[config.mk]
export PLATFORM = sky130hd
export DESIGN_NAME = wb2sdrc
export DESIGN_NICKNAME = d
export VERILOG_FILES = /design/src/source/wb2sdrc_pkg.sv /design/src/source/show_ahead_fifo.sv /design/src/source/wb2sdrc.sv /design/src/source/wb_slave_ctrl.sv
export SDC_FILE = /design/constraint.sdc
export NUM_CORES = 1
export LEC_CHECK = 0
export ABC_CLOCK_PERIOD_IN_PS = 4800
export BUFFER_PORTS_ARGS = -buffer_cell sky130_fd_sc_hd__buf_2
export CAP_MARGIN = 20
export CORE_AREA = 2 2 203 205
export CTS_CLUSTER_SIZE = 12
export DETAILED_ROUTE_END_ITERATION = 7
export DIE_AREA = 0 0 205 207
export GPL_TIMING_DRIVEN = 1
export PLACE_DENSITY = 0.83
export SYNTH_ARGS = -nofsm -noshare
export SYNTH_HDL_FRONTEND = slang
export SYNTH_SLANG_ARGS = --single-unit
export TNS_END_PERCENT = 5
[constraint.sdc]
create_clock -name sdram_clk -period 4.8 [get_ports sdram_clk]
set_clock_uncertainty 0.2 [all_clocks]
set_input_delay 0.72 -clock sdram_clk [delete_from_list [all_inputs] [get_ports sdram_clk]]
set_output_delay 0.72 -clock sdram_clk [all_outputs]
set_load 0.02 [all_outputs]
[src/source/wb2sdrc_pkg.sv]
`default_nettype none

package wb2sdrc_pkg;

	// ------------------------------------------------------------------------
	// request opcode, encoded the same way as sdr_req_wr_n
	// ------------------------------------------------------------------------
	typedef enum logic {
		SDR_OP_WRITE = 1'b0,
		SDR_OP_READ  = 1'b1
	} sdr_op_e;

	// read tracker, one read in flight at most
	typedef enum logic {
		RD_IDLE    = 1'b0,
		RD_PENDING = 1'b1
	} rd_state_e;

	// ------------------------------------------------------------------------
	// default bus widths
	// ------------------------------------------------------------------------
	// one word of data
	localparam int DEF_DW     = 32;
	// application address, word granular
	localparam int DEF_APP_AW = 26;
	// burst length field towards the controller
	localparam int DEF_BL     = 9;

	// bursts are always a single transfer
	localparam int BURST_LEN_ONE = 1;

	// queue depths in entries
	localparam int CMD_DEPTH   = 4;
	localparam int WRDAT_DEPTH = 8;
	localparam int RDDAT_DEPTH = 4;

endpackage

`default_nettype wire

[src/source/show_ahead_fifo.sv]
`default_nettype none

module show_ahead_fifo #(
	parameter int W     = 32,
	parameter int DEPTH = 4
) (
	input  logic         sdram_clk,
	input  logic         wb_clk_i,

	// push side
	input  logic         push_i,
	input  logic [W-1:0] push_data_i,
	output logic         full_o,

	// pop side, head word always on pop_data_o
	input  logic         pop_i,
	output logic [W-1:0] pop_data_o,
	output logic         empty_o
);

	// pointer width, at least one bit even for a single entry
	localparam int AW = (DEPTH > 1) ? $clog2(DEPTH) : 1;
	// count must reach DEPTH itself
	localparam int CW = $clog2(DEPTH + 1);

	// ------------------------------------------------------------------------
	// storage and state
	// ------------------------------------------------------------------------
	logic [W-1:0]  mem [DEPTH];
	logic [AW-1:0] wr_ptr_q;
	logic [AW-1:0] rd_ptr_q;
	logic [CW-1:0] count_q;
	logic [CW-1:0] count_next;
	logic          full_q;
	logic          empty_q;

	// qualified strobes
	logic          do_push;
	logic          do_pop;

	// an illegal strobe leaves the contents alone
	assign do_push = push_i & ~full_q;
	assign do_pop  = pop_i & ~empty_q;

	// ------------------------------------------------------------------------
	// occupancy
	// ------------------------------------------------------------------------
	always_comb begin
		case ({do_push, do_pop})
			2'b10:   count_next = count_q + 1'b1;
			2'b01:   count_next = count_q - 1'b1;
			// both or neither, level unchanged
			default: count_next = count_q;
		endcase
	end

	always_ff @(posedge sdram_clk or posedge wb_clk_i) begin
		if (wb_clk_i) begin
			count_q <= '0;
			full_q  <= 1'b0;
			empty_q <= 1'b1;
		end else begin
			count_q <= count_next;
			// flags registered from the next count
			full_q  <= (count_next == CW'(DEPTH));
			empty_q <= (count_next == '0);
		end
	end

	// ------------------------------------------------------------------------
	// pointers, wrap at DEPTH so odd depths work too
	// ------------------------------------------------------------------------
	always_ff @(posedge sdram_clk or posedge wb_clk_i) begin
		if (wb_clk_i) begin
			wr_ptr_q <= '0;
			rd_ptr_q <= '0;
		end else begin
			if (do_push) begin
				wr_ptr_q <= (wr_ptr_q == AW'(DEPTH - 1)) ? '0 : wr_ptr_q + 1'b1;
			end
			if (do_pop) begin
				rd_ptr_q <= (rd_ptr_q == AW'(DEPTH - 1)) ? '0 : rd_ptr_q + 1'b1;
			end
		end
	end

	// write port
	always_ff @(posedge sdram_clk) begin
		if (do_push) begin
			mem[wr_ptr_q] <= push_data_i;
		end
	end

	// ------------------------------------------------------------------------
	// outputs
	// ------------------------------------------------------------------------
	// head word, valid whenever empty_o is low
	assign pop_data_o = mem[rd_ptr_q];
	assign full_o     = full_q;
	assign empty_o    = empty_q;

	// ------------------------------------------------------------------------
	// checks
	// ------------------------------------------------------------------------
	// writer must honour full
	a_no_overflow: assert property (
		@(posedge sdram_clk) disable iff (wb_clk_i)
		!(push_i && full_o)
	) else $error("%m fifo push while full");

	// reader must honour empty
	a_no_underflow: assert property (
		@(posedge sdram_clk) disable iff (wb_clk_i)
		!(pop_i && empty_o)
	) else $error("%m fifo pop while empty");

endmodule

`default_nettype wire

[src/source/wb2sdrc.sv]
`default_nettype none

module wb2sdrc #(
	parameter int DW     = wb2sdrc_pkg::DEF_DW,
	parameter int APP_AW = wb2sdrc_pkg::DEF_APP_AW,
	parameter int BL     = wb2sdrc_pkg::DEF_BL
) (
	input  logic                sdram_clk,
	input  logic                wb_clk_i,

	// wishbone slave
	input  logic                wb_stb_i,
	input  logic                wb_cyc_i,
	input  logic                wb_we_i,
	input  logic [APP_AW-1:0]   wb_addr_i,
	input  logic [DW-1:0]       wb_dat_i,
	input  logic [DW/8-1:0]     wb_sel_i,
	output logic                wb_ack_o,
	output logic [DW-1:0]       wb_dat_o,

	// controller requests
	output logic                sdr_req_o,
	output logic [APP_AW-1:0]   sdr_req_addr_o,
	output logic [BL-1:0]       sdr_req_len_o,
	// low for write, high for read
	output logic                sdr_req_wr_n_o,
	input  logic                sdr_req_ack_i,

	// controller write data
	output logic [DW/8-1:0]     sdr_wr_en_n_o,
	output logic [DW-1:0]       sdr_wr_data_o,
	input  logic                sdr_wr_next_i,

	// controller read data
	input  logic                sdr_rd_valid_i,
	input  logic [DW-1:0]       sdr_rd_data_i
);

	import wb2sdrc_pkg::*;

	// queue word widths
	// opcode above the address
	localparam int CMD_W   = APP_AW + 1;
	// active low byte mask above the data
	localparam int WRDAT_W = DW / 8 + DW;

	// ------------------------------------------------------------------------
	// internal nets
	// ------------------------------------------------------------------------
	// strobes from the slave control
	logic               cmd_push;
	sdr_op_e            cmd_op;
	logic               wrdat_push;
	logic               rddat_pop;

	// queue status
	logic               cmd_full;
	logic               cmd_empty;
	logic               wrdat_full;
	logic               wrdat_empty;
	logic               rddat_empty;

	// queue heads
	logic [CMD_W-1:0]   cmd_head;
	logic [WRDAT_W-1:0] wrdat_head;

	// ------------------------------------------------------------------------
	// wishbone acknowledge and queue strobes
	// ------------------------------------------------------------------------
	wb_slave_ctrl u_slave_ctrl (
		.sdram_clk     (sdram_clk),
		.wb_clk_i      (wb_clk_i),
		.wb_stb_i      (wb_stb_i),
		.wb_cyc_i      (wb_cyc_i),
		.wb_we_i       (wb_we_i),
		.cmd_full_i    (cmd_full),
		.wrdat_full_i  (wrdat_full),
		.rddat_empty_i (rddat_empty),
		.wb_ack_o      (wb_ack_o),
		.cmd_push_o    (cmd_push),
		.cmd_op_o      (cmd_op),
		.wrdat_push_o  (wrdat_push),
		.rddat_pop_o   (rddat_pop)
	);

	// ------------------------------------------------------------------------
	// command queue
	// ------------------------------------------------------------------------
	// popped by the controller's request ack
	show_ahead_fifo #(.W(CMD_W), .DEPTH(CMD_DEPTH)) u_cmdfifo (
		.sdram_clk   (sdram_clk),
		.wb_clk_i    (wb_clk_i),
		.push_i      (cmd_push),
		.push_data_i ({cmd_op, wb_addr_i}),
		.full_o      (cmd_full),
		.pop_i       (sdr_req_ack_i),
		.pop_data_o  (cmd_head),
		.empty_o     (cmd_empty)
	);

	// request stays up while anything is queued
	assign sdr_req_o      = ~cmd_empty;
	assign sdr_req_wr_n_o = cmd_head[APP_AW];
	assign sdr_req_addr_o = cmd_head[APP_AW-1:0];
	// single transfer, not carried through the queue
	assign sdr_req_len_o  = BL'(BURST_LEN_ONE);

	// ------------------------------------------------------------------------
	// write data queue
	// ------------------------------------------------------------------------
	// byte selects inverted on the way in
	show_ahead_fifo #(.W(WRDAT_W), .DEPTH(WRDAT_DEPTH)) u_wrdatafifo (
		.sdram_clk   (sdram_clk),
		.wb_clk_i    (wb_clk_i),
		.push_i      (wrdat_push),
		.push_data_i ({~wb_sel_i, wb_dat_i}),
		.full_o      (wrdat_full),
		.pop_i       (sdr_wr_next_i),
		.pop_data_o  (wrdat_head),
		.empty_o     (wrdat_empty)
	);

	assign sdr_wr_en_n_o = wrdat_head[WRDAT_W-1:DW];
	assign sdr_wr_data_o = wrdat_head[DW-1:0];

	// ------------------------------------------------------------------------
	// read data queue
	// ------------------------------------------------------------------------
	// never fills with one read in flight, full left open
	show_ahead_fifo #(.W(DW), .DEPTH(RDDAT_DEPTH)) u_rddatafifo (
		.sdram_clk   (sdram_clk),
		.wb_clk_i    (wb_clk_i),
		.push_i      (sdr_rd_valid_i),
		.push_data_i (sdr_rd_data_i),
		.full_o      (),
		.pop_i       (rddat_pop),
		.pop_data_o  (wb_dat_o),
		.empty_o     (rddat_empty)
	);

	// ------------------------------------------------------------------------
	// checks across the queues
	// ------------------------------------------------------------------------
	// a queued write command always has its data word waiting
	a_wr_data_ready: assert property (
		@(posedge sdram_clk) disable iff (wb_clk_i)
		(sdr_req_o && (sdr_req_wr_n_o == SDR_OP_WRITE)) |-> !wrdat_empty
	) else $error("%m write command queued without write data");

	// one read in flight, so returned data lands in an empty queue
	a_rd_data_single: assert property (
		@(posedge sdram_clk) disable iff (wb_clk_i)
		sdr_rd_valid_i |-> rddat_empty
	) else $error("%m read data returned while earlier data unacked");

endmodule

`default_nettype wire

[src/source/wb_slave_ctrl.sv]
`default_nettype none

module wb_slave_ctrl (
	input  logic                 sdram_clk,
	input  logic                 wb_clk_i,

	// wishbone request
	input  logic                 wb_stb_i,
	input  logic                 wb_cyc_i,
	input  logic                 wb_we_i,

	// queue status
	input  logic                 cmd_full_i,
	input  logic                 wrdat_full_i,
	input  logic                 rddat_empty_i,

	// acknowledge and queue strobes
	output logic                 wb_ack_o,
	output logic                 cmd_push_o,
	output wb2sdrc_pkg::sdr_op_e cmd_op_o,
	output logic                 wrdat_push_o,
	output logic                 rddat_pop_o
);

	import wb2sdrc_pkg::*;

	// ------------------------------------------------------------------------
	// request decode
	// ------------------------------------------------------------------------
	logic      wb_req;
	logic      wr_req;
	logic      rd_req;

	// cycle outcomes
	logic      wr_ack;
	logic      rd_ack;
	logic      rd_cmd;

	// read tracker
	rd_state_e rd_state_q;
	rd_state_e rd_state_next;

	// master holds stb and cyc until it sees the ack
	assign wb_req = wb_stb_i & wb_cyc_i;
	assign wr_req = wb_req & wb_we_i;
	assign rd_req = wb_req & ~wb_we_i;

	// ------------------------------------------------------------------------
	// write path
	// ------------------------------------------------------------------------
	// posted write acked as soon as both queues have room
	assign wr_ack = wr_req & ~cmd_full_i & ~wrdat_full_i;

	// ------------------------------------------------------------------------
	// read path
	// ------------------------------------------------------------------------
	// issue the command once per read and only from idle
	assign rd_cmd = rd_req & (rd_state_q == RD_IDLE) & ~cmd_full_i;

	// data back from the controller ends the read
	assign rd_ack = rd_req & ~rddat_empty_i;

	// ------------------------------------------------------------------------
	// combinational outputs
	// ------------------------------------------------------------------------
	assign wb_ack_o     = wr_ack | rd_ack;
	assign cmd_push_o   = wr_ack | rd_cmd;
	assign cmd_op_o     = wb_we_i ? SDR_OP_WRITE : SDR_OP_READ;
	// write data travels with its command
	assign wrdat_push_o = wr_ack;
	// head word goes out on wb_dat_o in the ack cycle
	assign rddat_pop_o  = rd_ack;

	// ------------------------------------------------------------------------
	// pending read tracker
	// ------------------------------------------------------------------------
	always_comb begin
		rd_state_next = rd_state_q;
		// issuing a command takes priority
		if (rd_cmd) begin
			rd_state_next = RD_PENDING;
		end else if (rd_ack) begin
			rd_state_next = RD_IDLE;
		end
	end

	always_ff @(posedge sdram_clk or posedge wb_clk_i) begin
		if (wb_clk_i) begin
			rd_state_q <= RD_IDLE;
		end else begin
			rd_state_q <= rd_state_next;
		end
	end

	// ------------------------------------------------------------------------
	// checks
	// ------------------------------------------------------------------------
	// a second read command never overtakes the first one's data
	a_one_read: assert property (
		@(posedge sdram_clk) disable iff (wb_clk_i)
		(cmd_push_o && (cmd_op_o == SDR_OP_READ)) |-> (rd_state_q == RD_IDLE)
	) else $error("%m read command issued while a read is pending");

endmodule

`default_nettype wire

==> results of run 1 <==
## through the flow
step	hold WS, ps	setup WS, ps
after floorplan	241	219
after global placement	254	1190
after detailed placement	264	1120
after CTS	8.03	903
after global routing	42.2	801
final	10.5	988
## registers in the layout, indices dropped and copies added (netlist names), 2 cells and up
name / count
u_cmdfifo.mem: 108
u_cmdfifo.count_q: 3
u_wrdatafifo.wr_ptr_q: 3
u_cmdfifo.wr_ptr_q: 2
u_rddatafifo.wr_ptr_q: 2
u_rddatafifo.mem: 128
u_wrdatafifo.rd_ptr_q: 3
u_rddatafifo.count_q: 3
u_rddatafifo.rd_ptr_q: 2
u_wrdatafifo.mem: 288
u_wrdatafifo.count_q: 4
u_cmdfifo.rd_ptr_q: 2
## power groups by stage
stage | logic (uW) | clock network [uW] | registers [uW]
final | 3970 | 3730 | 6450
after global routing | 4260 | 4000 | 6550
after CTS | 4040 | 3820 | 6490
after detailed placement | 3990 | 0 | 6580
after global placement | 3920 | 0 | 6550
after floorplan | 3290 | 0 | 6060
## cell usage after synthesis (5+ instances only)
master,number
buf_6,7
mux2_2,47
nor3_1,8
xnor2_1,6
buf_2,9
nor2_1,14
nand2b_1,5
dfrtp_1,28
inv_1,21
clkbuf_1,13
and2_1,10
edfxtp_1,524
mux4_2,131
buf_4,10
ha_1,19
nand2_1,11
a21oi_1,5
## area by class of cell
type | count | area share (%)
diodes | 4 | 0.0411
clock buffers | 76 | 6.01
clock inverters | 11 | 0.226
inverters | 22 | 0.339
multi-input cells | 299 | 18.0
flip-flops and latches | 555 | 67.8
well taps | 532 | 2.73
repair buffers | 222 | 4.85
## cells by family (layout without fill, tap and decap cells)
family	Yosys count	after routing	synth area share, %
fa+ha+maj	21	21	1.31
compound gates	15	15	0.467
buf+inv	65	331	1.63
xor+xnor	10	10	0.414
simple gates	66	66	1.69
other cells	2	13	0.0355
mux	178	178	16.4
flops	555	555	78.0
## metal layers
metal,GRT usage [%],up-vias
met4,7.00,2
met5,0,-
met1,24.5,5017
met3,4.55,71
li1,-,4231
met2,31.6,321
## worst max-delay path: stages (launching register included)
cell	delay, ps
dfrtp_4	820
buf_12	400
mux4_2	550
mux2_2	300
buf_2	170
## how the worst max path moves through the flow
stage                                             to  slack (ps)  cells after the start
floorplan           u_wrdatafifo.mem[2][0]$_DFFE_PP_         220                      4
global placement      u_wrdatafifo.empty_o$_DFF_PP1_        1190                     11
detailed placement    u_wrdatafifo.empty_o$_DFF_PP1_        1120                     11
CTS                                 sdr_wr_data_o[2]         900                      4
global route                        sdr_wr_en_n_o[3]         800                      4
finish                              sdr_wr_data_o[2]         990                      4
==> flow_summary.toml, run 1 <==
[status]
status = "complete, no violations"

[clock_network]
clockBufferDepth = 3
cts_setup_buffers = 0
path_clk_slew_ps = 60
cts_root_buf = "clkbuf_16"
ctsResizeCount = 0
h-tree-depth = 2
numCtsBuffers = 55
clk-insertion-delay-late_ps = 590
ctsHoldBuffers = 0
cts.sinks = 555
cts_tree = "yes"

[drt]
met2WireLength_um = 20100
wl_met1_um = 15300
vias = 9642
first_pass_iters = 6
drtAntennaViolNets = 0
via_per_inst = 5.60
drc = 0
wl_um = 39200
dr_wl_met3_um = 2680
drtIter0Drc = 636
highest_layer = "met5"
wl_per_cell_um = 22.8

[setup_path]
path_max_fanout = 44
cp.arrival_ps = 2890
crit_path_start_kind = "flop"
r2r_end = "u_wrdatafifo.empty_o$_DFF_PP1_"
crit_start = "u_wrdatafifo.rd_ptr_q[0]$_DFFE_PP0P_"
rrSetupSlack_ps = 1550
cp.required_ps = 3880
critPathKind = "flop to output port"
worstSetupEndpointType = "output port"
reg2reg_depth = 10
r2r_start = "u_wrdatafifo.full_o$_DFF_PP0_"

[sta]
fin_setup_tns_ps = 0
finalHoldViolCount = 0
fin_crit_sh_pct = 79.4
slew_headroom_pct = 24.4
post-route-min-period_ps = 3810
max_freq_mhz = 262
rsz0062_at_grt = "no"
setup_viol = 0
tightest_slew_ps = 1130
slew_violations = 0

[final_layout]
fin_cells = 1721
layout_common_cells = "edfxtp_1, buf_2, mux4_2"
nets = 1278
final_common_cell = "edfxtp_1"
post-route-util_pct = 60.4
nFillCells = 2771
multi_input_area_um2 = 4390
seq_area_um2 = 16500
syn_to_final_growth_pct = 15.2
layout-drive-gt1-share_pct = 40.5
fin_area_um2 = 24400

[yosys]
async_reset_ff_share_pct = 5.59
synth_edf_count = 524
synthTopCellsByArea = "edfxtp_1, mux4_2, dfrtp_1"
synthCells = 912
avgSynthCellArea_um2 = 23.2
yosysSeqAreaShare_pct = 78.0
synth_top_area_share_pct = 74.3
yosys_most_used_dff = "edfxtp_1"
synth_largest_area_cell = "edfxtp_1"
ys_ff_latch = 555
synth.distinct_cells = 39
ys_warn_count = 0
syn_area_um2 = 21200

[power]
p_comb_share_pct = 28.1
clkPwrFrac_pct = 26.3
p_leak_uw = 0.00825
pwr-share-seq_pct = 45.6
cellPowerDensity_nw_per_um2 = 581
p_sw_uw = 4300
sw_frac_of_total_pct = 30.4
internal_power_uw = 9850
ir_drop_v = 0.000409
power_uw = 14200

[grt]
grt_pass1_vias = 10396
grt_pass1_wl_um = 60500
grt_max_degree = 75
antenna_found_initial = 5
overflow = 0
grt.total_usage_pct = 19.0

[floorplan]
rows = 74
die_y_um = 207
die_w_um = 205
core-area_um2 = 40400
io_pins = 208
design.die.area_um2 = 42400
initial_utilization_pct = 52.4

[placement]
dp.cells = 1630
hpwl_um = 22200
numPortBuffers = 198
gp_congestion = 0.707
dpl-instance-area_um2 = 22900

[min_path]
hold_path.class = "input port to asynchronous set/reset pin"

[flow_run]
max_cap_viol_count = 0
No activity file was read; power rests on OpenSTA's default activity.
==> inputs of run 2 (changes only) <==
Settings changed: ABC_CLOCK_PERIOD_IN_PS 4800 to 3700, PLACE_DENSITY 0.83 to 0.8.
Clock period 4.8 ns to 3.7 ns, I/O delays scaled along.
==> run 2 against run 1 <==
Against the previous run: wire length is 3.0% higher; global-route usage is 0.58 points higher; sequential cell count stayed put; via count is 3.1% higher; worst hold slack better by 30 ps; count of clock-buffer cells in the layout is 6 higher; critical path depth stayed put; design area is 3.4% higher; setup slack worse by 650 ps; clock power is 34% higher; die area stayed put; core utilization is 2.0 points higher; largest power group unchanged; highest routed layer unchanged.
==> flow_summary.toml, run 2 (synthesized netlist as in run 1, its figures left out) <==
[status]
status = "complete, no violations"

[flow_run]
max_cap_viol_count = 0

[clock_network]
cts_setup_buffers = 0
numCtsBuffers = 56
ctsResizeCount = 0
clk-insertion-delay-late_ps = 580
path_clk_slew_ps = 60
h-tree-depth = 2
ctsHoldBuffers = 60
clockBufferDepth = 3
cts_tree = "yes"
cts.sinks = 555
cts_root_buf = "clkbuf_16"

[sta]
rsz0062_at_grt = "no"
tightest_slew_ps = 964
setup_viol = 0
fin_crit_sh_pct = 90.8
max_freq_mhz = 298
post-route-min-period_ps = 3360
worst_hold_slack_ps = 40.1
finalHoldViolCount = 0
slew_violations = 0
fin_setup_tns_ps = 0
slew_headroom_pct = 35.7

[setup_path]
cp.required_ps = 2940
worstSetupEndpointType = "output port"
path_max_fanout = 16
critPathKind = "flop to output port"
crit_path_start_kind = "flop"
cp.arrival_ps = 2610

[final_layout]
layout_common_cells = "edfxtp_1, buf_2, mux4_2"
final_common_cell = "edfxtp_1"
fin_cells = 1796
post-route-util_pct = 62.4
reg.largest.list = "u_wrdatafifo.mem x288, u_rddatafifo.mem x128, u_cmdfifo.mem x108"
nFillCells = 2743
layout-drive-gt1-share_pct = 39.0
nets = 1347
largest_register = "u_wrdatafifo.mem"
syn_to_final_growth_pct = 19.1
largest_register_ffs = 288

[drt]
wl_met1_um = 16000
met2WireLength_um = 21000
wl_per_cell_um = 22.5
drc = 0
drtIter0Drc = 670
dr_wl_met3_um = 2310
drtAntennaViolNets = 0
via_per_inst = 5.54
highest_layer = "met5"
wl_um = 40400
vias = 9942
first_pass_iters = 5

[floorplan]
io_pins = 208
design.die.area_um2 = 42400
initial_utilization_pct = 52.4
die_w_um = 205
core-area_um2 = 40400
die_y_um = 207
rows = 74

[grt]
grt_pass1_vias = 10671
grt.total_usage_pct = 19.6
overflow = 0
grt_pass1_wl_um = 62100
grt_max_degree = 39
antenna_found_initial = 5

[power]
ir_drop_v = 0.000577
p_leak_uw = 0.00860
cellPowerDensity_nw_per_um2 = 741

[placement]
gp_congestion = 0.727
hpwl_um = 22900
numPortBuffers = 198
dp.cells = 1638

[min_path]
hold_path.class = "input port to flop"
==> run 2: changes by cell type in the layout (fill, tap and decap cells not counted) <==
cell           delta
dlygate4sd3_1    +60
buf_12            +6
buf_4             +2
clkbuf_1          +2
clkbuf_16         +2
clkbuf_8          +2
clkinv_1          +2
clkinvlp_4        +2
clkinv_2          -1
diode_2           -1
inv_6             -1
==> run 2: report_power, final <==
part,switching (uW),internal (uW)
combinational,2980,2600
clock,2150,2870
sequential,511,7560
==> run 2: worst max-delay path: stages, from the launching register on <==
cell,delay [ps]
dfrtp_4,620
buf_4,390
mux4_2,550
mux2_2,290
buf_2,160
==> run 2: area by class of cell <==
cell class | count | area [um2] | area share, %
Inverter | 22 | 82.6 | 0.328
Clock inverter | 13 | 63.8 | 0.253
Sequential cell | 555 | 16500 | 65.6
Clock buffer | 82 | 1550 | 6.15
Multi-Input combinational cell | 299 | 4390 | 17.4
Timing Repair Buffer | 290 | 1920 | 7.61
Antenna cell | 3 | 7.51 | 0.0298
Tap cell | 532 | 666 | 2.64
==> run 2: layer usage <==
layer / global-route usage [%] / up-vias
met1: 25.0 / 5160
met5: 0 / -
met4: 7.02 / 4
li1: - / 4389
met3: 4.12 / 79
met2: 33.3 / 310
==> run 2: metrics by stage <==
stage | setup WS, ps | total power [uW] | instance area, um2
after floorplan | -716 | 12100 | 21200
after global placement | 642 | 13600 | 23000
after detailed placement | 491 | 13800 | 23000
after CTS | 268 | 18900 | 25200
after global routing | 207 | 19500 | 25200
final | 339 | 18700 | 25200
==> run 2: path summary, 6_finish.rpt <==
path                                                      start                           endpoint  cells past startpoint  slack (ps)
setup / recovery           u_wrdatafifo.rd_ptr_q[0]$_DFFE_PP0P_                  sdr_wr_data_o[24]                      4         340
hold / removal                                     wb_dat_i[24]  u_wrdatafifo.mem[5][24]$_DFFE_PP_                      1          40
setup reg to reg                  u_wrdatafifo.full_o$_DFF_PP0_     u_wrdatafifo.empty_o$_DFF_PP1_                      9         760
hold reg to reg                  u_cmdfifo.count_q[2]$_DFF_PP0_     u_cmdfifo.count_q[2]$_DFF_PP0_                      1         270
max in group asynchronous                              wb_clk_i     u_wrdatafifo.empty_o$_DFF_PP1_                      4        1990
min in group asynchronous                              wb_clk_i      u_rddatafifo.full_o$_DFF_PP0_                      3         540
